## src/hw/slow_clk_gen.sv

```systemverilog
`timescale 1ns/1ps
`default_nettype none

module slow_clk_gen
#(
    parameter int clk_mhz     = 100,
    parameter int slow_clk_hz = 1
)
(
    input  wire  clk,
    input  wire  arst_n,
    output logic slow_clk
);

    // Clocks per half period of the slow clock.
    localparam int half_period = clk_mhz * 1_000_000 / (2 * slow_clk_hz);
    localparam int cnt_w       = half_period > 1 ? $clog2(half_period) : 1;

    logic [cnt_w-1:0] cnt;

    // Count down, reload and flip the output at zero.
    always_ff @(posedge clk or negedge arst_n) begin
        if (!arst_n) begin
            cnt      <= cnt_w'(half_period - 1);
            slow_clk <= 1'b0;
        end else if (cnt == '0) begin
            cnt      <= cnt_w'(half_period - 1);
            slow_clk <= ~slow_clk;
        end else begin
            cnt      <= cnt - 1'b1;
        end
    end

endmodule

`default_nettype wire

```

## config.mk

```make
export PLATFORM = sky130hd
export DESIGN_NAME = slow_clk_gen
export DESIGN_NICKNAME = d
export VERILOG_FILES = /design/src/hw/slow_clk_gen.sv
export SDC_FILE = /design/constraint.sdc
export NUM_CORES = 1
export LEC_CHECK = 0
export BUFFER_PORTS_ARGS = -buffer_cell sky130_fd_sc_hd__buf_2
export CORE_UTILIZATION = 54
export CTS_CLUSTER_SIZE = 25
export DETAILED_ROUTE_END_ITERATION = 16
export PLACE_DENSITY = 0.81
export SYNTH_ARGS = -nofsm -noshare
export SYNTH_HDL_FRONTEND = slang
export SYNTH_SLANG_ARGS = --single-unit
```

## constraint.sdc

```tcl
create_clock -name clk -period 2.2 [get_ports clk]
set_input_delay 0.11 -clock clk [delete_from_list [all_inputs] [get_ports clk]]
set_output_delay 0.11 -clock clk [all_outputs]
set_load 0.01 [all_outputs]
```

Yosys cells after proc, flatten, opt, wreduce, memory -nomap -nowiden
Index checks and enable logic that the tools add are counted.
Widths: inputs -> output; s select.
{ "totals": {"register_bits": 27, "output_inout_bits": 1, "word_cells": 6} }
{ "op_classes": {"mux": 1, "addsub": 1, "bitwise": 1, "reduce_logical": 1} }
{ "op_table": {"columns": ["op", "count"], "rows": [
  ["$logic_not 26->1", 1],
  ["$mux 26", 1],
  ["$sub 26x1->26 const B", 1],
  ["$not 1->1", 1]
]} }

Longest topological paths before layout
{ "logic_depth": {"depth_word": 2, "mapped_depth": 7, "depth_no_buf": 6} }

Worst setup path after synthesis
No wires, ideal clock.
{ "synth_path": {"path_kind": "reg-to-reg", "startpoint": "register cnt[0]", "endpoint": "register cnt[24]", "required_time_ns": 2.075, "path_stages_with_launch": 7, "arrival_ns": 2.091, "setup_slack_ns": -0.015, "path_cell_list": "dfstp_2 inv_1 ha_1 nor3b_1 nand3_1 nor3_1 mux2_2"} }
{ "synth_via": {"elab_chain_len": 2, "elab_cells_between_ends": 3} }
{ "synth_lines": {"columns": ["element", "line", "source"], "rows": [
  ["start, declared", "19", "logic [cnt_w-1:0] cnt;"],
  ["start signal, assigned", "24", "cnt <= cnt_w'(half_period - 1);"],
  ["start signal, assigned", "27", "cnt <= cnt_w'(half_period - 1);"],
  ["start signal, assigned", "30", "cnt <= cnt - 1'b1;"],
  ["$sub 26x1->26 / $logic_not 26->1 (equally long branches)", "30, 26", null],
  ["$mux 26 *", "26", "end else if (cnt == '0) begin"]
]} }
Every way passes the cells marked *; elsewhere a longest branch is shown, timed or not.
A chain may end at the register's enable or synchronous reset.

Final worst setup path
{ "layout_path": {"startpoint": "register cnt[4]", "endpoint": "register cnt[19]"} }
Same word-level chain as after synthesis.

==> out/metrics.csv <==
metric;value;unit
kind of critical path;flip-flop to flip-flop;
RD Place Congestion;0.792;
vias in the first global route;924;
Fillers;190;
max_cap viols;0;
largest net degree at the start of global routing;28;
Tmin final;2.13;ns
initial antenna violation count;0;
Ports;3;
fmax;470;MHz
status;complete, no violations;
CTS tree;built;
worst-skew pair later-pin latency;0.32;ns
pre-CTS setup slack;0.112;ns
Synth Flop Type;dfstp_2;
ANT cells;0;
Hold Slack;0.291;ns
worst reg2reg endpoint;cnt[19];
Fin. Hold Viols;0;
Post-synth EDFFs;0;
Max Transition Viols Final;0;
DP Wirelength;1.72;mm
maximum vdd drop;0.392;mV
count of state elements after synthesis;27;
syn_nets;134;
period utilization;96.7;%
clock buffer depth;2;
ratio of total power to cell area;487;nW/um2
Detail Route Antenna Nets;0;
# DRC;0;
grt ovf;0;
placed cell areas;1440;um2
slew margin rel.;62.2;%
final setup fails;0;
WL/cell;14.6;um
Synth cell types;34;
Leak;0.000573;uW
DR vias/cell;6.02;
worst path cell trace;or4_1 -> or3_1 -> or4_1 -> nand3_1;
proportion of layout cells with a drive suffix above 1;27.9;%
clock slew at reported path FFs;0.14;ns
drt total wl;2.46;mm
share of flip-flops with an asynchronous set or reset;100;%
CP endpoint kind;flip-flop;
r2r setup slk;0.07;ns
FF-to-FF path depth;4;
clk sink count;27;
setup slack after layout;0.0719;ns
global-route usage over all layers;20.9;%
CP Data Arrival Time;2.40;ns
worst stage delay on the critical path;0.57;ns
Initial Utilization;59.4;%
post-layout net count;145;
final core occ;64.5;%
total CTS buffers;3;
port bufs;2;
worst-path fanout max;11;
Vias;1012;
starting DRC count in detailed routing;35;
Hold Crit Class;input port to async pin;
critical path's slowest cell;or4_1;
Final Instance Area;1480;um2
Worst Setup SP;cnt[4];
post-synthesis instance area;1360;um2
first-pass GRT wire length;4.15;mm
CP dominant cell by count;or4_1;
syn avg cell area;10.5;um2
Mapped Cells;130;
actual slew at the worst max-slew pin;0.567;ns
Seq/Total Area, Yosys;51.2;%
CORE AREA;2300;um2
height of the die;52.3;um
drt pass-1 iters;4;
Rows;17;
launching point of the worst reg2reg path;cnt[4];
Worst Skew;0.00272;ns
die area;2730;um2
Layout area overhead;8.72;%
die width;52.3;um
synth warn;0;
Worst EP required;2.47;ns
overall power;723;uW
H-tree Lvls;1;
CTS root buf;clkbuf_4;
Setup crit start kind;flip-flop;
==> cell type report <==
type                       count  area, um2  share of cell area, %
sequential                    27        698                   47.1
multi-input combinational     95        628                   42.4
timing repair buffer          12       87.6                   5.91
tap                           28       35.0                   2.36
clock buffer                   4       26.3                   1.77
inverter                       2       7.51                  0.506
==> metal layers <==
metal	vias to the layer above	part of all wire, %	global-route usage [%]
li1	500	-	-
met1	485	48	28.9
met2	23	47	33.5
met3	4	3.5	2.61
met4	0	1.3	7.89
met5	-	0	0
==> cells in the final DEF (no fill, tap or decap), types with 2 or more instances in the layout <==
| cell type | Yosys | routed |
|---|---|---|
| or3_1 | 5 | 5 |
| xor2_1 | 4 | 4 |
| buf_2 | 1 | 2 |
| clkbuf_4 | 0 | 3 |
| buf_4 | 0 | 9 |
| dfstp_2 | 18 | 18 |
| nor3_1 | 2 | 2 |
| o311ai_0 | 4 | 4 |
| nor2_1 | 12 | 12 |
| nand2_1 | 12 | 12 |
| or4_1 | 5 | 5 |
| xnor2_1 | 8 | 8 |
| nand3_1 | 6 | 6 |
| dfrtp_1 | 9 | 9 |
| nand4_1 | 2 | 2 |
| o31ai_1 | 8 | 8 |
| ha_1 | 2 | 2 |
| a21oi_1 | 2 | 2 |
| inv_1 | 2 | 2 |
| o21ai_0 | 3 | 3 |
| nor4_1 | 7 | 7 |
==> what timing repair did <==
item	4_1_cts	5_1_grt
hold buffers	1	0
buffers inserted	0	0
gates resized for setup	0	1
hold endpoints to repair	9	0
setup endpoints to repair	0	1
==> per-stage QoR <==
| step | TNS [ns] | cells |
|---|---|---|
| 5_1_grt | -0.0404 | 168 |
| 4_1_cts | 0 | 168 |
| 2_1_floorplan | 0 | 130 |
| 3_3_place_gp | 0 | 163 |
| 3_5_place_dp | 0 | 163 |
| 6_report | 0 | 168 |
==> kinds of logic after synthesis <==
family          Yosys count  share of synthesized area, %
simple gates             60                          24.1
flops                    27                          51.2
compound gates           20                          10.6
xor+xnor                 12                          7.71
buf+inv                   8                          3.67
fa+ha+maj                 2                          1.83
mux                       1                         0.826
==> where the power goes <==
group	switching [uW]	internal, uW	total (uW)
combinational	8.90	1.78	10.7
sequential	0	498	498
clock	143	71.1	214
==> sequential cells by signal, indices dropped and copies added, names as in the netlist <==
register and count:
cnt 26, slow_clk 1
==> cells in the mapped netlist (3+ instances only) <==
| master | number | share of area (%) |
|---|---|---|
| o21ai_0 | 3 | 1.1 |
| nand3_1 | 6 | 2.2 |
| dfstp_2 | 18 | 35 |
| or3_1 | 5 | 2.3 |
| nand2_1 | 12 | 3.3 |
| clkbuf_1 | 3 | 0.83 |
| nor2_1 | 12 | 3.3 |
| xor2_1 | 4 | 2.6 |
| o311ai_0 | 4 | 2.6 |
| dfrtp_1 | 9 | 17 |
| xnor2_1 | 8 | 5.1 |
| or4_1 | 5 | 2.8 |
| nor4_1 | 7 | 3.2 |
| o31ai_1 | 8 | 4.4 |
==> worst max-delay path by stage <==
stage / to / depth (start not counted)
floorplan: cnt[19] / 7
global placement: slow_clk / 4
detailed placement: cnt[19] / 4
CTS: cnt[19] / 4
global route: cnt[22] / 4
finish: cnt[19] / 4
==> worst max-delay path, delay by kind of cell (launching register included) <==
family	cells	cell delay, ns
DFF	1	0.42
and+or+nand+nor	4	1.66
(Power assumes the default switching activity.)
