[src/hw/audio_pkg.sv]
`default_nettype none

package audio_pkg;

    // --------------------
    // Microphone samples
    // --------------------

    // INMP441 word length in the left slot.
    localparam int mic_w = 24;

    // Signed two's complement sample, MSB first on the wire.
    typedef logic signed [mic_w-1:0] mic_sample_t;

    // --------------------
    // Levels
    // --------------------

    // Highest set bit of the magnitude plus one.
    // Zero for a silent sample, mic_w at full scale.
    localparam int level_w = $clog2(mic_w + 1);

    typedef logic [level_w-1:0] mic_level_t;

endpackage

`default_nettype wire

[src/hw/board_pkg.sv]
`default_nettype none

package board_pkg;

    // --------------------
    // Seven-segment module
    // --------------------

    // Eight digits share one set of segment lines.
    localparam int n_digits = 8;

    // Segment lines a to g and then dp, from bit 7 down.
    // A high bit lights the segment.
    typedef logic [7:0] seg_t;

    // One hex nibble per digit.
    typedef logic [3:0] hex_digit_t;

    // One-hot digit select, high selects.
    typedef logic [n_digits-1:0] digit_sel_t;

endpackage

`default_nettype wire

[src/hw/seven_segment_display.sv]
`timescale 1ns/1ps
`default_nettype none

module seven_segment_display
    import board_pkg::*;
#(
    parameter int clk_mhz = 100
)
(
    input  wire                          clk,
    input  wire                          arst_n,
    input  hex_digit_t [n_digits-1:0]    digits,
    output seg_t                         abcdefgh,
    output digit_sel_t                   digit
);

    // 256 clocks per digit.
    localparam int scan_w  = 8;
    localparam int sel_w   = $clog2(n_digits);
    localparam int scan_hz = clk_mhz * 1_000_000 / (2 ** (scan_w + sel_w));

    if (scan_hz < 200) begin : g_flicker
        $warning("Display refresh of %0d Hz may flicker", scan_hz);
    end

    // --------------------
    // Refresh
    // --------------------

    logic [scan_w+sel_w-1:0] refresh;
    logic [sel_w-1:0]        idx;

    always_ff @(posedge clk or negedge arst_n) begin
        if (!arst_n)
            refresh <= '0;
        else
            refresh <= refresh + 1'b1;
    end

    // Upper bits walk digits 0 to 7.
    assign idx   = refresh[scan_w +: sel_w];
    assign digit = digit_sel_t'(1) << idx;

    // --------------------
    // Decoder
    // --------------------

    function automatic seg_t hex_to_seg(input hex_digit_t h);
        case (h)
            4'h0:    hex_to_seg = 8'b1111_1100;
            4'h1:    hex_to_seg = 8'b0110_0000;
            4'h2:    hex_to_seg = 8'b1101_1010;
            4'h3:    hex_to_seg = 8'b1111_0010;
            4'h4:    hex_to_seg = 8'b0110_0110;
            4'h5:    hex_to_seg = 8'b1011_0110;
            4'h6:    hex_to_seg = 8'b1011_1110;
            4'h7:    hex_to_seg = 8'b1110_0000;
            4'h8:    hex_to_seg = 8'b1111_1110;
            4'h9:    hex_to_seg = 8'b1111_0110;
            4'ha:    hex_to_seg = 8'b1110_1110;
            4'hb:    hex_to_seg = 8'b0011_1110;
            4'hc:    hex_to_seg = 8'b1001_1100;
            4'hd:    hex_to_seg = 8'b0111_1010;
            4'he:    hex_to_seg = 8'b1001_1110;
            default: hex_to_seg = 8'b1000_1110;
        endcase
    endfunction

    // Decimal point stays dark, bit 0 of every pattern.
    assign abcdefgh = hex_to_seg(digits[idx]);

endmodule

`default_nettype wire

[src/hw/lab_top.sv]
`timescale 1ns/1ps
`default_nettype none

module lab_top
    import board_pkg::*, audio_pkg::*;
#(
    parameter int clk_mhz = 100,
    parameter int w_key   = 5,
    parameter int w_sw    = 16,
    parameter int w_led   = 16
)
(
    input  wire               clk,
    input  wire               slow_clk,
    input  wire               arst_n,
    input  wire  [w_key-1:0]  key,
    input  wire  [w_sw-1:0]   sw,
    output logic [w_led-1:0]  led,
    output seg_t              abcdefgh,
    output digit_sel_t        digit,
    input  mic_sample_t       mic
);

    // --------------------
    // Magnitude and level
    // --------------------

    logic [mic_w-1:0] mag;
    mic_level_t       level;

    // Unsigned magnitude, so -2^23 maps to 2^23 and reaches full level.
    assign mag = mic[mic_w-1] ? (~mic + 1'b1) : mic;

    // Priority search, the highest set bit wins.
    always_comb begin
        level = '0;
        for (int i = 0; i < mic_w; i++) begin
            if (mag[i])
                level = mic_level_t'(i + 1);
        end
    end

    // --------------------
    // LED bar
    // --------------------

    always_ff @(posedge clk or negedge arst_n) begin
        if (!arst_n) begin
            led <= '0;
        end else begin
            for (int i = 0; i < w_led; i++)
                led[i] <= (int'(level) > i + 8);
        end
    end

    // --------------------
    // Freeze and peak hold
    // --------------------

    mic_sample_t shown;
    mic_level_t  peak;
    logic [2:0]  slow_sync;
    logic        tick;

    // Two flops into clk, the third finds the rising edge.
    always_ff @(posedge clk or negedge arst_n) begin
        if (!arst_n)
            slow_sync <= '0;
        else
            slow_sync <= {slow_sync[1:0], slow_clk};
    end

    assign tick = slow_sync[1] & ~slow_sync[2];

    always_ff @(posedge clk or negedge arst_n) begin
        if (!arst_n) begin
            shown <= '0;
            peak  <= '0;
        end else begin
            if (!sw[0])
                shown <= mic;

            // key[1] is btnc.
            if (key[1] || tick)
                peak <= level;
            else if (level > peak)
                peak <= level;
        end
    end

    // --------------------
    // Display
    // --------------------

    // Digits 7 and 6 hold the peak, 5 to 0 the sample.
    hex_digit_t [n_digits-1:0] digits;

    assign digits = {3'b000, peak, shown};

    seven_segment_display
    #(
        .clk_mhz  ( clk_mhz  )
    )
    i_display
    (
        .clk      ( clk      ),
        .arst_n   ( arst_n   ),
        .digits   ( digits   ),
        .abcdefgh ( abcdefgh ),
        .digit    ( digit    )
    );

endmodule

`default_nettype wire

[config.mk]
export PLATFORM = sky130hd
export DESIGN_NAME = lab_top
export DESIGN_NICKNAME = d
export VERILOG_FILES = /design/src/hw/audio_pkg.sv /design/src/hw/board_pkg.sv /design/src/hw/seven_segment_display.sv /design/src/hw/lab_top.sv
export SDC_FILE = /design/constraint.sdc
export NUM_CORES = 1
export LEC_CHECK = 0
export BUFFER_PORTS_ARGS = -buffer_cell sky130_fd_sc_hd__buf_2
export CAP_MARGIN = 20
export CORE_AREA = 8 8 96 98
export CTS_CLUSTER_SIZE = 24
export DETAILED_ROUTE_END_ITERATION = 10
export DIE_AREA = 0 0 104 106
export PLACE_DENSITY = 0.86
export SYNTH_ARGS = -nofsm -noshare
export SYNTH_HDL_FRONTEND = slang
export SYNTH_HIERARCHICAL = 1
export SYNTH_SLANG_ARGS = --single-unit
[constraint.sdc]
create_clock -name clk -period 5.25 [get_ports clk]
set_input_delay 0.2625 -clock clk [delete_from_list [all_inputs] [get_ports clk]]
set_output_delay 0.2625 -clock clk [all_outputs]
set_load 0.05 [all_outputs]
# --- Word-level counts from Yosys, hierarchy flattened ---
# Memory sizes are Yosys's and may differ from the RTL's.
# Cells that the tools add are included.
# Widths: inputs -> output; s select.
word_totals:
  reg_bits: 59
  mem_bits_ro: 112
  input_bits: 48
  output_inout_bits: 32
  n_memories: 1
mem_list:
  columns: ["name", "words", "word_bits", "rd", "rd_ports_with_merged_regs", "write_ports", "line_no", "source"]
  rows:
  - ["(name not given)", 16, 7, 1, 0, 0, "seven_segment_display.sv:49", "case (h)"]
op_classes:
  addsub: 2
  order_cmp: 18
  n_shift: 1
  mux: 29
  bitwise_logic: 3
  n_reduce_logical: 2
op_table:
  columns: ["operator", "count"]
  rows:
  - ["$mux 5", 22]
  - ["$gt 5x4->1 const B", 8]
  - ["$gt 5x5->1 const B", 8]
  - ["$add 24x1->24 const B", 1]
  - ["$mux 24", 1]
  - ["$not 24->24", 1]
  - ["$bmux 4 s3", 1]
  - ["$add 11x1->11 const B", 1]
  - ["$shl 1x3->8 const A", 1]
  - ["$gt 5x5->1", 1]
  - ["$lt 3x4->1 const B", 1]
  - ["$mux 2", 2]
  - ["$mux 4", 1]
  - ["$mux 3", 1]
  - ["$reduce_bool 2->1", 1]
  - ["$and 1x1->1", 1]
  - ["$logic_or 1x1->1", 1]
  - ["$mux 1", 1]
  - ["$not 1->1", 1]

# --- Depth between registers and ports, before layout ---
# Gate-level depths: netlist of run 1.
logic_depth:
  depth_word: 30
  ltp_mapped: 22
  ltp_nobuf: 19

# --- Cells and area by module ---
# The synthesis of run 1 kept the hierarchy.
modules_own_cells:
  columns: ["module", "instances", "cells_each", "area_per_inst_um2"]
  rows:
  - ["lab_top", 1, 393, 3418.3]
  - ["seven_segment_display", 1, 95, 1044.8]

# --- Worst setup path after synthesis of run 1 ---
# OpenSTA, ideal clock, no wires.
synth_path:
  path_kind: "input port to flip-flop"
  from: "input port mic[0]"
  to: "register peak[0]"
  setup_ns: 0.125
  t_arrival_ns: 4.284
  required_ns: 5.125
  setup_slack_ns: 0.842
  cell_stages: 21
  n_path_buf: 3
  cell_sequence: "clkbuf_1 -> inv_1 -> ha_1 -> or4b_1 -> buf_2 -> or4_1 -> clkbuf_2 -> or4_4 -> mux2_4 -> nor3_2 -> a32o_2 -> nor2_2 -> inv_1 -> ha_1 -> nor2b_1 -> o21a_1 -> o21ai_0 -> nand2b_1 -> a21oi_1 -> o21ai_1 -> mux2_2"
synth_via:
  elab_chain_len: 29
  elab_cells_between_ends: 31
  cone_classes: "1 x add/sub; 1 x order compare; 27 x mux; 1 x bitwise; 1 x reduce/logical"
synth_rtl:
  columns: ["item", "line_no", "source"]
  rows:
  - ["start: declaration", "lab_top.sv:21", "input mic_sample_t mic"]
  - ["$not 24->24", "lab_top.sv:32", "assign mag = mic[mic_w-1] ? (~mic + 1'b1) : mic;"]
  - ["$add 24x1->24", "lab_top.sv:32", null]
  - ["$mux 24 *", "lab_top.sv:32", null]
  - ["$mux 1", "lab_top.sv:38", "if (mag[i])"]
  - ["$mux 2 (2 in a row)", "lab_top.sv:38", null]
  - ["$mux 3", "lab_top.sv:38", null]
  - ["$mux 5 (19 in a row)", "lab_top.sv:38", null]
  - ["$mux 5 *", "lab_top.sv:38", null]
  - ["$gt 5x5->1 or $mux 5 (tied branches)", "lab_top.sv:86", "else if (level > peak)"]
  - ["$reduce_bool 2->1 (no line) or $mux 5 (tied branches)", null, null]
  - ["end signal: assignment", "lab_top.sv:85", "peak <= level;"]
  - ["end signal: assignment", "lab_top.sv:87", "peak <= level;"]
  - ["end: declaration", "lab_top.sv:61", "mic_level_t peak;"]
# Every way passes the cells marked *; elsewhere a longest branch is shown, timed or not. The select of a mux whose other input is x is not followed.
# A chain may end at the register's enable or synchronous reset.

# --- Worst setup path after layout of run 1 ---
layout_path:
  from: "input port mic[1]"
  to: "register peak[3]"
layout_via:
  elab_chain_len: 28
  elab_cells_between_ends: 30
  cone_classes: "1 x add/sub; 1 x order compare; 26 x mux; 1 x bitwise; 1 x reduce/logical"
layout_rtl:
  columns: ["item", "line_no", "source"]
  rows:
  - ["$not 24->24", "lab_top.sv:32", null]
  - ["$add 24x1->24", "lab_top.sv:32", null]
  - ["$mux 24 *", "lab_top.sv:32", null]
  - ["$mux 2 (2 in a row)", "lab_top.sv:38", null]
  - ["$mux 3", "lab_top.sv:38", null]
  - ["$mux 5 (19 in a row)", "lab_top.sv:38", null]
  - ["$mux 5 *", "lab_top.sv:38", null]
  - ["via level[1]", "lab_top.sv:29", "mic_level_t level;"]
  - ["$gt 5x5->1 *", "lab_top.sv:86", null]
  - ["$reduce_bool 2->1 (no line) *", null, null]
# The timed path passes the listed nets; every way through them passes the cells marked *. The select of a mux whose other input is x is not followed.

==> results of run 1 <==
==> cell type report <==
type / instances / area, sq um / share of cell area, %
clock inverters: 6 / 63.8 / 1.30
inverters: 21 / 78.8 / 1.60
well taps: 105 / 131 / 2.67
flip-flops and latches: 59 / 1480 / 30.0
multi-input cells: 366 / 2670 / 54.2
repair buffers: 68 / 363 / 7.38
clock buffers: 10 / 138 / 2.80
==> sequential cells by signal (all words and copies together), names as in the netlist <==
register / flops
led: 16
slow_sync: 3
shown: 24
peak: 5
i_display/refresh: 11
==> metrics by stage <==
| step | setup WS [ps] | instance area (sq um) | std cells |
|---|---|---|---|
| global route | 234 | 4920 | 635 |
| finish | 619 | 4920 | 635 |
| global placement | 470 | 4720 | 619 |
| floorplan | 842 | 4470 | 490 |
| CTS | 722 | 4920 | 635 |
| detailed placement | 383 | 4720 | 619 |
==> synth_stat cells (7+ instances only) <==
| library cell | instances |
|---|---|
| sky130_fd_sc_hd__a21oi_1 | 18 |
| sky130_fd_sc_hd__mux2i_1 | 9 |
| sky130_fd_sc_hd__nand4_1 | 9 |
| sky130_fd_sc_hd__clkbuf_1 | 30 |
| sky130_fd_sc_hd__nor2b_1 | 10 |
| sky130_fd_sc_hd__nor3_1 | 18 |
| sky130_fd_sc_hd__or4_1 | 9 |
| sky130_fd_sc_hd__o211ai_1 | 7 |
| sky130_fd_sc_hd__nand3_1 | 14 |
| sky130_fd_sc_hd__a31oi_1 | 8 |
| sky130_fd_sc_hd__o21ai_0 | 20 |
| sky130_fd_sc_hd__mux2_2 | 26 |
| sky130_fd_sc_hd__ha_1 | 14 |
| sky130_fd_sc_hd__inv_1 | 20 |
| sky130_fd_sc_hd__xnor2_1 | 10 |
| sky130_fd_sc_hd__nand2_1 | 32 |
| sky130_fd_sc_hd__dfrtp_1 | 59 |
| sky130_fd_sc_hd__mux4_2 | 8 |
| sky130_fd_sc_hd__nor2_1 | 38 |
==> power by group through the flow <==
stage | sequential [mW] | clock (mW) | combinational [mW]
after floorplan | 0.512 | 0 | 0.239
after global placement | 0.509 | 0 | 0.306
after detailed placement | 0.512 | 0 | 0.320
after CTS | 0.503 | 0.420 | 0.321
after global routing | 0.505 | 0.441 | 0.355
final | 0.503 | 0.412 | 0.324
==> per-layer routing <==
metal  vias to the layer above  part of all wire (%)  GRT usage, %  routed length (um)
met5                         -                     0             0                   0
met4                         0                   2.0          9.51                 223
met3                        19                   6.9          3.75                 751
met2                       186                    49          31.7                5290
met1                      1913                    42          25.2                4630
li1                       1871                     -             -                   -
==> worst max-delay path: stages <==
cell                       delay [ps]
sky130_fd_sc_hd__buf_2            160
sky130_fd_sc_hd__inv_1            110
sky130_fd_sc_hd__ha_1             300
sky130_fd_sc_hd__nor4b_1          290
sky130_fd_sc_hd__buf_4            210
sky130_fd_sc_hd__nand4_1          100
sky130_fd_sc_hd__a221oi_1         470
sky130_fd_sc_hd__nor2b_1          290
sky130_fd_sc_hd__o211a_1          250
sky130_fd_sc_hd__o21ai_0          130
sky130_fd_sc_hd__a21boi_0         540
sky130_fd_sc_hd__nor2_1            90
sky130_fd_sc_hd__ha_1             320
sky130_fd_sc_hd__nor2b_1          130
sky130_fd_sc_hd__o21a_1           130
sky130_fd_sc_hd__o21ai_0           80
sky130_fd_sc_hd__nand2b_1          70
sky130_fd_sc_hd__a21oi_1           60
sky130_fd_sc_hd__o21ai_1          450
sky130_fd_sc_hd__mux2_2           400
==> cells by family (layout without fill, tap and decap cells) <==
kind of cell	count (synthesis)	in the layout	share of synthesized area, %
AOI/OAI and AO/OA	107	107	16.8
xor gates and xnor gates	13	13	2.55
adders and majority gates	14	14	3.92
buffers and inverters	65	105	7.32
DFF	59	59	33.1
muxes	46	46	13.7
other	2	4	0.168
and+or+nand+nor	182	182	22.4
==> worst paths after layout <==
kind                                         from                     end  slack [ps]  cells after the start
max in group asynchronous                  arst_n   shown[18]$_DFFE_PN0N_        4710                      2
hold / removal                           slow_clk  slow_sync[0]$_DFF_PN0_          30                      1
min in group asynchronous                  arst_n   shown[21]$_DFFE_PN0N_          70                      2
setup reg to reg              peak[1]$_DFFE_PN0P_     peak[3]$_DFFE_PN0P_        3100                      9
setup / recovery                           mic[1]     peak[3]$_DFFE_PN0P_         620                     20
hold reg to reg            slow_sync[0]$_DFF_PN0_  slow_sync[1]$_DFF_PN0_         360                      0
==> impl_results.md, run 1 <==
- Count of buffers inserted at the top-level ports: 59
- Critical path class: in -> reg
- Min Tclk post-route: 4630 ps
- Worst supply voltage drop on vdd: 0.130 mV
- Mean routed wirelength per cell: 17.2 um
- Post-synthesis instance area: 0.00446 sq mm
- Number of antenna violations at the first check in global routing: 0
- Worst slew pin tran: 780 ps
- Number of H-tree levels: 3
- Hpwl dp: 8.21 mm
- Utilization of the core after routing: 62.7%
- Number of diodes: 0
- Net switching share of the total power: 32.3%
- Post-cts hold buffer count: 0
- Cell Rows: 33
- Via count: 3989
- Number of fill cells in the layout: 666
- Total power per unit cell area: 252 mW/mm^2
- Sequential element share of the synthesized area: 33.1%
- Int Power: 840 uW
- Number of sinks driven by the clock tree: 59
- Kind of launch point of the worst setup path: input pin
- Die height: 106 um
- RSZ-0062 raised after global routing: no
- Power, Total: 1.24 mW
- Per-instance average area after synthesis: 9.15 sq um
- Setup violators final: 0
- Final hold vios: 0
- Setup bufs post-CTS: 0
- Headroom to the max-slew limit: 48.0%
- Fin nets: 587
- DR DRC count: 0
- Number of distinct library cells after synthesis: 80
- Data arrival time of the critical path: 4850 ps
- Final Max Slew Viols: 0
- Hold crit path type: in -> reg
- Portion of total power attributed to the clock network: 33.3%
- Fraction of synthesized cell area taken by the top area cell type: 33.1%
- Pin count of the biggest net entering global routing: 60
- Required time of the worst setup path: 5460 ps
- Number of violations of the max-capacitance limit: 0
- Effective utilization at floorplan: 56.9%
- Wire length of the first global-routing pass: 18.1 mm
- Status: complete, no violations
- TritonCTS clock tree: yes
- GR Overflow Total: 0
- Fraction of synthesis flops using an asynchronous set or reset pin: 100%
- Setup_tns: 0 ps
- Clock edge transition at the registers on the reported setup and hold paths: 70 ps
- Area added between synthesis and finish: 10.2%
- First-iteration detailed-routing DRC count: 240
- Number of resized instances in the post-cts repair step: 0
- EDFF count, synth: 0
- Drt pass-1 iters: 5
- Type of destination of the critical path: register
- Synthesis Warnings: 6
- Overall die area: 0.0110 sq mm
- Post-DRT Antenna Nets: 0
- Register share of total power: 40.6%
- Combinational Power Share: 26.1%
- Maximum root-to-sink buffer count: 2
- Area inside the core boundary: 0.00785 sq mm
- Highest fanout seen on the critical path: 9
- Cts bufs inserted: 9
- Period utilisation layout: 88.2%
- Cell count after synthesis: 488
- Leading area contributor after synthesis: sky130_fd_sc_hd__dfrtp_1
- # IOs: 80
- Insertion delay of the later-clocked pin in the worst-skew pair: 330 ps
- Final weighted congestion in routability-driven placement: 0.921
- Register bit total from synthesis: 59
- Tightest hold margin: 33.8 ps
- Most area-consuming cells after synthesis: sky130_fd_sc_hd__dfrtp_1 (33%), sky130_fd_sc_hd__mux2_2 (6.6%), sky130_fd_sc_hd__mux4_2 (4.0%)
- Maximum clock frequency: 216 MHz
- Horizontal extent of the die: 104 um
- Worst clock skew on the final layout: 7.27 ps
- Leakage power: 2.01 nW
- Routed WL: 10.9 mm
- Post-synth top flop: sky130_fd_sc_hd__dfrtp_1
- Vias per std cell: 6.28
- Switching power: 400 uW
- Commonest cells after routing, fill and taps aside: sky130_fd_sc_hd__dfrtp_1 (59), sky130_fd_sc_hd__buf_2 (59), sky130_fd_sc_hd__nor2_1 (38)
- Via count of the first global-routing pass: 3846
- Global-route usage over all layers: 19.7%
- Share of final-layout standard cells stronger than drive strength 1: 26.6%
- Clock Root Buffer: sky130_fd_sc_hd__clkbuf_8
Note: power is estimated with default switching activity, not from simulation.
==> run 2: changes to the inputs <==
- CAP_MARGIN: 20 -> default
- REMOVE_ABC_BUFFERS: default -> 1
==> run 2 against run 1 <==
  * Via count rose by 0.93%
  * Non-clock buffer count unchanged
  * Die area is the same
  * Worst setup slack lost 16 ps
  * Clock skew up 4.2 ps
  * Sequential power about the same
  * Global-route usage is 1.3 points higher
==> impl_results.md, run 2 (synthesis results as in run 1) <==
- Min Tclk post-route: 4650 ps (was 4630 ps)
- Setup_tns: 0 ps (unchanged)
- Pin count of the biggest net entering global routing: 60 (unchanged)
- Setup bufs post-CTS: 0 (unchanged)
- Period utilisation layout: 88.5% (was 88.2%)
- Most used cell, CP: sky130_fd_sc_hd__or4_1
- Via count of the first global-routing pass: 3923 (was 3846)
- Worst slew pin tran: 780 ps (about the same)
- Register with the highest flop count: shown (unchanged)
- Number of H-tree levels: 3 (unchanged)
- # IOs: 80 (unchanged)
- Slowest library cell on the worst path: sky130_fd_sc_hd__or4_1 (was sky130_fd_sc_hd__a21boi_0)
- Horizontal extent of the die: 104 um (unchanged)
- Via count: 4026 (was 3989)
- Global-route usage over all layers: 21.0% (was 19.7%)
- Drt pass-1 iters: 5 (unchanged)
- Required time of the worst setup path: 5490 ps (was 5460 ps)
- Worst supply voltage drop on vdd: 0.157 mV (was 0.130 mV)
- Critical path's top delay family: simple AND/OR/NAND/NOR gates (was compound AO/OA/AOI/OAI gates)
- Final Max Slew Viols: 0 (unchanged)
- Clock edge transition at the registers on the reported setup and hold paths: 80 ps (was 70 ps)
- Post-DRT Antenna Nets: 0 (unchanged)
- Number of sinks driven by the clock tree: 59 (unchanged)
- GR Overflow Total: 0 (unchanged)
- Highest fanout seen on the critical path: 13 (was 9)
- DR DRC count: 0 (unchanged)
- Post-cts hold buffer count: 0 (unchanged)
- Final weighted congestion in routability-driven placement: 0.946 (was 0.921)
- Critical path cell sequence: buf_2 > or4_1 > or4_1 > or4_1 > a21oi_1 > or2_2 > o21ai_0 > a21boi_0 > nor2_1 > ha_1 > nor2b_1 > o21a_1 > o21ai_0 > nand2b_1 > a21oi_1 > o21ai_1 > mux2_2 (was buf_2 > inv_1 > ha_1 > nor4b_1 > buf_4 > nand4_1 > a221oi_1 > nor2b_1 > o211a_1 > o21ai_0 > a21boi_0 > nor2_1 > ha_1 > nor2b_1 > o21a_1 > o21ai_0 > nand2b_1 > a21oi_1 > o21ai_1 > mux2_2)
- Kind of launch point of the worst setup path: input pin (unchanged)
- Critical path buffers and inverters: 1 (was 3)
- First-iteration detailed-routing DRC count: 269 (was 240)
- Number of gates on the worst path with buffers counted: 17 (was 20)
- Commonest cells after routing, fill and taps aside: sky130_fd_sc_hd__dfrtp_1 (59), sky130_fd_sc_hd__buf_2 (59), sky130_fd_sc_hd__nor2_1 (38) (unchanged)
- Status: complete, no violations (unchanged)
- Startpoint of the worst setup timing path: mic[7] (was mic[1])
- Effective utilization at floorplan: 56.9% (unchanged)
- Cell Rows: 33 (unchanged)
- Fin nets: 587 (unchanged)
- Maximum root-to-sink buffer count: 2 (unchanged)
- Launching point of the worst reg2reg path: peak[1]$_DFFE_PN0P_ (unchanged)
- Minimum setup slack after placement: 288 ps (was 383 ps)
- Number of flip-flops under the largest register name: 24 (unchanged)
- Total power per unit cell area: 262 mW/mm^2 (was 252 mW/mm^2)
- Hpwl dp: 8.40 mm (was 8.21 mm)
- Final cell count without fillers: 635 (unchanged)
- Critical path class: in -> reg (unchanged)
- FF/Latch Area: 0.00148 sq mm (unchanged)
- Mean routed wirelength per cell: 18.1 um (was 17.2 um)
- Count of cells along the worst register-to-register path: 9 (unchanged)
- Setup violators final: 0 (unchanged)
- Number of fill cells in the layout: 637 (was 666)
- Capture instance of the worst register-to-register path: peak[0]$_DFFE_PN0P_ (was peak[3]$_DFFE_PN0P_)
- Cts bufs inserted: 9 (unchanged)
- Clock Root Buffer: sky130_fd_sc_hd__clkbuf_8 (unchanged)
- CP Capture Point: peak[0]$_DFFE_PN0P_ (was peak[3]$_DFFE_PN0P_)
- TritonCTS clock tree: yes (unchanged)
- Maximum clock frequency: 215 MHz (was 216 MHz)
- Vias per std cell: 6.34 (was 6.28)
- Routed WL: 11.5 mm (was 10.9 mm)
- Leakage power: 2.02 nW (was 2.01 nW)
- Insertion delay of the later-clocked pin in the worst-skew pair: 350 ps (was 330 ps)
- Number of violations of the max-capacitance limit: 0 (unchanged)
- Worst clock skew on the final layout: 11.4 ps (was 7.27 ps)
- Slack of the worst reg-to-reg path: 3060 ps (was 3100 ps)
- Fin worst setup slack: 603 ps (was 619 ps)
- Die height: 106 um (unchanged)
- Number of resized instances in the post-cts repair step: 0 (unchanged)
- Maximum single-stage delay on the critical path: 640 ps (was 540 ps)
- Area inside the core boundary: 0.00785 sq mm (unchanged)
- Footprint of the multi-input gates: 0.00267 sq mm (unchanged)
- Registers with the most flip-flops: shown (24), led (16), i_display/refresh (11) (unchanged)
- Hold crit path type: in -> reg (unchanged)
- Data arrival time of the critical path: 4880 ps (was 4850 ps)
- Count of buffers inserted at the top-level ports: 59 (unchanged)
- Number of antenna violations at the first check in global routing: 0 (unchanged)
- Final hold vios: 0 (unchanged)
- RSZ-0062 raised after global routing: no (unchanged)
- Share of final-layout standard cells stronger than drive strength 1: 26.6% (unchanged)
- Number of diodes: 0 (unchanged)
- Tightest hold margin: 21.8 ps (was 33.8 ps)
- Overall die area: 0.0110 sq mm (unchanged)
- Area added between synthesis and finish: 10.8% (was 10.2%)
- Wire length of the first global-routing pass: 19.2 mm (was 18.1 mm)
- Cell count after placement: 619 (unchanged)
- Headroom to the max-slew limit: 48.0% (about the same)
- Type of destination of the critical path: register (unchanged)
## run 2: final cells by class
type,count,share of cell area [%]
sequential,59,29.9
multi-input combinational,366,54.0
clock inverter,6,1.80
timing repair buffer,68,7.34
clock buffer,10,2.78
inverter,21,1.59
tap,105,2.66
## run 2: worst reg2reg max path, delay by kind of cell (launching register included)
kind / cells / cell delay [ps]
DFF: 1 / 350
adders and majority gates: 1 / 280
muxes: 1 / 410
and+or+nand+nor: 2 / 220
buffers and inverters: 1 / 60
AOI/OAI and AO/OA: 4 / 750
## run 2: worst min-delay path by stage
stage	start	end	slack (ps)	depth (start not counted)
5_1_grt	slow_clk	slow_sync[0]$_DFF_PN0_	9	1
3_3_place_gp	slow_sync[0]$_DFF_PN0_	slow_sync[1]$_DFF_PN0_	330	0
2_1_floorplan	arst_n	i_display/refresh[0]$_DFF_PN0_	-30	0
3_5_place_dp	slow_sync[0]$_DFF_PN0_	slow_sync[1]$_DFF_PN0_	350	0
6_report	slow_clk	slow_sync[0]$_DFF_PN0_	20	1
4_1_cts	slow_clk	slow_sync[0]$_DFF_PN0_	10	1
## run 2: through the flow
| stage | power, mW | instance area (sq um) | utilization [%] |
|---|---|---|---|
| detailed placement | 0.831 | 4720 | 60.1 |
| global route | 1.35 | 4940 | 63.0 |
| floorplan | 0.722 | 4220 | - |
| CTS | 1.30 | 4940 | 63.0 |
| global placement | 0.816 | 4720 | 60.1 |
| finish | 1.29 | 4940 | 63.0 |
## run 2: layer usage
layer	GRT usage (%)	up-vias	part of all wire, %	wire, um
met5	0	-	0	0
met4	8.58	0	2.8	319
met3	4.17	30	6.5	745
met2	36.6	179	50	5740
met1	25.0	1944	41	4670
li1	-	1873	-	-
## run 2: report_power, final
part           internal (mW)  leakage (nW)  switching (mW)
clock network          0.280         0.108           0.185
registers              0.485         0.662          0.0169
logic                  0.122          1.25           0.204
total                  0.887          2.02           0.406
==> run 3: changes to the inputs <==
- ABC_AREA: default -> 1
- CORE_AREA: 8 8 96 98 -> 8 8 92 94
- DIE_AREA: 0 0 104 106 -> 0 0 100 102
- PLACE_DENSITY: 0.86 -> 0.88
==> run 3 against run 2 <==
  * Clock power shrank 13%
  * Combinational power grew 3%
  * Global-route usage shrank 2.3 points
  * Clock skew shrank 3.0 ps
  * Critical path type unchanged
  * Via count shrank 7.5%
==> impl_results.md, run 3 <==
- Routed WL: 9.00 mm (was 11.5 mm)
- Fin nets: 704 (was 587)
- Critical path buffers and inverters: 6 (was 1)
- Post-synth top cells: sky130_fd_sc_hd__nand2_1 (209), sky130_fd_sc_hd__inv_1 (69), sky130_fd_sc_hd__dfrtp_1 (59) (was sky130_fd_sc_hd__dfrtp_1 (59), sky130_fd_sc_hd__nor2_1 (38), sky130_fd_sc_hd__nand2_1 (32))
- Number of distinct library cells after synthesis: 45 (was 80)
- GR Overflow Total: 0 (unchanged)
- RSZ-0062 raised after global routing: no (unchanged)
- Cell count after placement: 730 (was 619)
- Startpoint of the worst setup timing path: mic[0] (was mic[7])
- Effective utilization at floorplan: 58.5% (was 56.9%)
- Area added between synthesis and finish: 12.8% (was 10.8%)
- Most frequently used cell type in the post-synthesis netlist: sky130_fd_sc_hd__nand2_1 (was sky130_fd_sc_hd__dfrtp_1)
- Clock Root Buffer: sky130_fd_sc_hd__clkbuf_8 (unchanged)
- Slowest library cell on the worst path: sky130_fd_sc_hd__ha_1 (was sky130_fd_sc_hd__or4_1)
- Register with the highest flop count: shown (unchanged)
- Setup violators final: 0 (unchanged)
- Mean routed wirelength per cell: 12.1 um (was 18.1 um)
- Most area-consuming cells after synthesis: sky130_fd_sc_hd__dfrtp_1 (36%), sky130_fd_sc_hd__nand2_1 (19%), sky130_fd_sc_hd__inv_1 (6.3%) (was sky130_fd_sc_hd__dfrtp_1 (33%), sky130_fd_sc_hd__mux2_2 (6.6%), sky130_fd_sc_hd__mux4_2 (4.0%))
- Number of H-tree levels: 3 (unchanged)
- Hold-critical path endpoint: slow_sync[0]$_DFF_PN0_ (unchanged)
- Cts bufs inserted: 9 (unchanged)
- Leakage power: 2.51 nW (was 2.02 nW)
- Maximum single-stage delay on the critical path: 320 ps (was 640 ps)
- DR DRC count: 0 (unchanged)
- Final cell count without fillers: 746 (was 635)
- Post-cts hold buffer count: 0 (unchanged)
- Post-DRT Antenna Nets: 0 (unchanged)
- Launching point of the worst reg2reg path: peak[1]$_DFFE_PN0P_ (unchanged)
- Setup bufs post-CTS: 0 (unchanged)
- Headroom to the max-slew limit: 50.9% (was 48.0%)
- Number of antenna violations at the first check in global routing: 0 (unchanged)
- Status: complete, no violations (unchanged)
- Adder-cell share of the synthesized area: 4.24% (was 3.92%)
- Hold Path Depth: 1 (unchanged)
- Critical path's top delay family: simple AND/OR/NAND/NOR gates (unchanged)
- Final hold vios: 0 (unchanged)
- Wire length of the first global-routing pass: 15.6 mm (was 19.2 mm)
- Die height: 102 um (was 106 um)
- Drt pass-1 iters: 5 (unchanged)
- Area inside the core boundary: 0.00706 sq mm (was 0.00785 sq mm)
- Register bit total from synthesis: 59 (unchanged)
- Clock edge transition at the registers on the reported setup and hold paths: 60 ps (was 80 ps)
- Tightest hold margin: 29.8 ps (was 21.8 ps)
- Complex-gate fraction of the synthesized area: 6.82% (was 16.8%)
- Highest fanout seen on the critical path: 7 (was 13)
- Worst clock skew on the final layout: 8.41 ps (was 11.4 ps)
- Commonest cells after routing, fill and taps aside: sky130_fd_sc_hd__nand2_1 (209), sky130_fd_sc_hd__inv_1 (69), sky130_fd_sc_hd__dfrtp_1 (59), sky130_fd_sc_hd__buf_2 (59), sky130_fd_sc_hd__nor2_1 (52) (was sky130_fd_sc_hd__dfrtp_1 (59), sky130_fd_sc_hd__buf_2 (59), sky130_fd_sc_hd__nor2_1 (38))
- Type of destination of the critical path: register (unchanged)
- Overall die area: 0.0102 sq mm (was 0.0110 sq mm)
- Worst supply voltage drop on vdd: 0.109 mV (was 0.157 mV)
- Slack of the worst reg-to-reg path: 3580 ps (was 3060 ps)
- # IOs: 80 (unchanged)
- Commonest non-fill, non-tap cell in the layout: sky130_fd_sc_hd__nand2_1
- Global-route usage over all layers: 18.7% (was 21.0%)
- Horizontal extent of the die: 100 um (was 104 um)
- Kind of launch point of the worst setup path: input pin (unchanged)
- Cell Rows: 31 (was 33)
- First-iteration detailed-routing DRC count: 235 (was 269)
- Fraction of synthesis flops using an asynchronous set or reset pin: 100% (unchanged)
- Via count: 3726 (was 4026)
- Dominant combinational cell family by area after synthesis: simple AND/OR/NAND/NOR gates (unchanged)
- Required time of the worst setup path: 5500 ps (was 5490 ps)
- Final Max Slew Viols: 0 (unchanged)
- Maximum root-to-sink buffer count: 2 (unchanged)
- Final weighted congestion in routability-driven placement: 0.911 (was 0.946)
- Sequential element share of the synthesized area: 35.8% (was 33.1%)
- Leading area contributor after synthesis: sky130_fd_sc_hd__dfrtp_1 (unchanged)
- Pin count of the biggest net entering global routing: 60 (unchanged)
- Per-instance average area after synthesis: 7.05 sq um (was 9.15 sq um)
- Share of final-layout standard cells stronger than drive strength 1: 20.6% (was 26.6%)
- Hold path startpoint: slow_clk (unchanged)
- Number of violations of the max-capacitance limit: 0 (unchanged)
- Number of fill cells in the layout: 633 (was 637)
- Count of cells along the worst register-to-register path: 11 (was 9)
- Fraction of synthesized area in multiplexers: 0.546% (was 13.7%)
- Worst slew pin tran: 734 ps (was 780 ps)
- Number of resized instances in the post-cts repair step: 0 (unchanged)
- Post-route design area: 0.00466 sq mm (was 0.00494 sq mm)
- Post-synthesis instance area: 0.00413 sq mm (was 0.00446 sq mm)
- Setup_tns: 0 ps (unchanged)
- Insertion delay of the later-clocked pin in the worst-skew pair: 340 ps (was 350 ps)
- Total cell area at the placement stage: 0.00446 sq mm (was 0.00472 sq mm)
- Hold crit path type: in -> reg (unchanged)
- TritonCTS clock tree: yes (unchanged)
- Number of diodes: 0 (unchanged)
- Fin worst setup slack: 1860 ps (was 603 ps)
- Critical path class: in -> reg (unchanged)
- Capture instance of the worst register-to-register path: peak[4]$_DFFE_PN0P_ (was peak[0]$_DFFE_PN0P_)
- Number of flip-flops under the largest register name: 24 (unchanged)
- Data arrival time of the critical path: 3640 ps (was 4880 ps)
- Via count of the first global-routing pass: 3663 (was 3923)
- Vias per std cell: 4.99 (was 6.34)
- Number of sinks driven by the clock tree: 59 (unchanged)
- Minimum setup slack after placement: 1510 ps (was 288 ps)
- Min Tclk post-route: 3390 ps (was 4650 ps)
- Hpwl dp: 7.01 mm (was 8.40 mm)
- Synthesis Warnings: 6 (unchanged)
- Maximum clock frequency: 295 MHz (was 215 MHz)
- Xor-xnor portion of the synthesized cell area: 4.82% (was 2.55%)
- Total power per unit cell area: 269 mW/mm^2 (was 262 mW/mm^2)
- Post-synth top flop: sky130_fd_sc_hd__dfrtp_1 (unchanged)
- EDFF count, synth: 0 (unchanged)
- Fraction of synthesized cell area taken by the top area cell type: 35.8% (was 33.1%)
- Period utilisation layout: 64.6% (was 88.5%)
- Simple-Gate Fraction of Synth Area: 37.7% (was 22.4%)
- Registers with the most flip-flops: shown (24), led (16), i_display/refresh (11) (unchanged)
- Most used cell, CP: sky130_fd_sc_hd__inv_1 (was sky130_fd_sc_hd__or4_1)
- Cell count after synthesis: 585 (was 488)
- Count of buffers inserted at the top-level ports: 59 (unchanged)
==> run 3: cell count changes after synthesis, sizes merged, moves of 11 or more <==
cell    before  now
nand2       32  229
inv         21   79
clkbuf      36    5
mux2        28    2
nand3       14   39
nor2        39   61
xor2         3   20
nor3        19    4
o21ai       21   36
a21oi       18    7
nor2b       11    0
==> run 3: layout make-up <==
| cell class | count | area, sq um | area share [%] |
|---|---|---|---|
| flip-flops and latches | 59 | 1480 | 31.7 |
| multi-input cells | 431 | 2250 | 48.3 |
| inverters | 81 | 312 | 6.69 |
| repair buffers | 60 | 303 | 6.50 |
| clock inverters | 5 | 52.6 | 1.13 |
| well taps | 99 | 124 | 2.66 |
| clock buffers | 11 | 141 | 3.04 |
==> run 3: kinds of logic after synthesis <==
kind of cell               Yosys count
adders and majority gates           14
other                                2
xor gates and xnor gates            21
AOI/OAI and AO/OA                   48
DFF                                 59
muxes                                2
buffers and inverters               97
and+or+nand+nor                    342
==> run 3: report_power, final <==
group | internal (mW) | switching [mW]
sequential | 0.491 | 0.0227
combinational | 0.109 | 0.228
clock | 0.229 | 0.173
==> run 3: routing by layer <==
metal  up-vias  track usage (%)  share of wire, %
met5         -                0                 0
met4         0             9.07               2.2
met3        20             2.93               4.3
met2        88             33.0                50
met1      1719             21.8                44
li1       1899                -                 -
==> run 3: worst max-delay path by stage <==
stage,end,slack (ps),cells past startpoint
finish,peak[4]$_DFFE_PN0P_,1860,28
detailed placement,peak[4]$_DFFE_PN0P_,1510,28
global route,peak[4]$_DFFE_PN0P_,1450,28
floorplan,peak[1]$_DFFE_PN0P_,2130,26
CTS,peak[4]$_DFFE_PN0P_,1860,28
global placement,peak[1]$_DFFE_PN0P_,1690,27
==> run 3: per-stage QoR <==
| stage | util [%] | power [mW] |
|---|---|---|
| 2_1_floorplan | - | 0.763 |
| 3_3_place_gp | 63.2 | 0.840 |
| 3_5_place_dp | 63.2 | 0.857 |
| 4_1_cts | 66.0 | 1.26 |
| 5_1_grt | 66.0 | 1.33 |
| 6_report | 66.0 | 1.25 |
==> run 3: worst reg2reg max path, cell delays in order (launching register included) <==
cell and delay (ps):
sky130_fd_sc_hd__dfrtp_1 370, sky130_fd_sc_hd__inv_1 50, sky130_fd_sc_hd__ha_1 290, sky130_fd_sc_hd__inv_1 60, sky130_fd_sc_hd__o21bai_1 60, sky130_fd_sc_hd__a21oi_1 120
sky130_fd_sc_hd__nor2_1 50, sky130_fd_sc_hd__o22ai_1 100, sky130_fd_sc_hd__nand2_1 110, sky130_fd_sc_hd__inv_1 190, sky130_fd_sc_hd__nand2_1 90, sky130_fd_sc_hd__o21ai_0 90
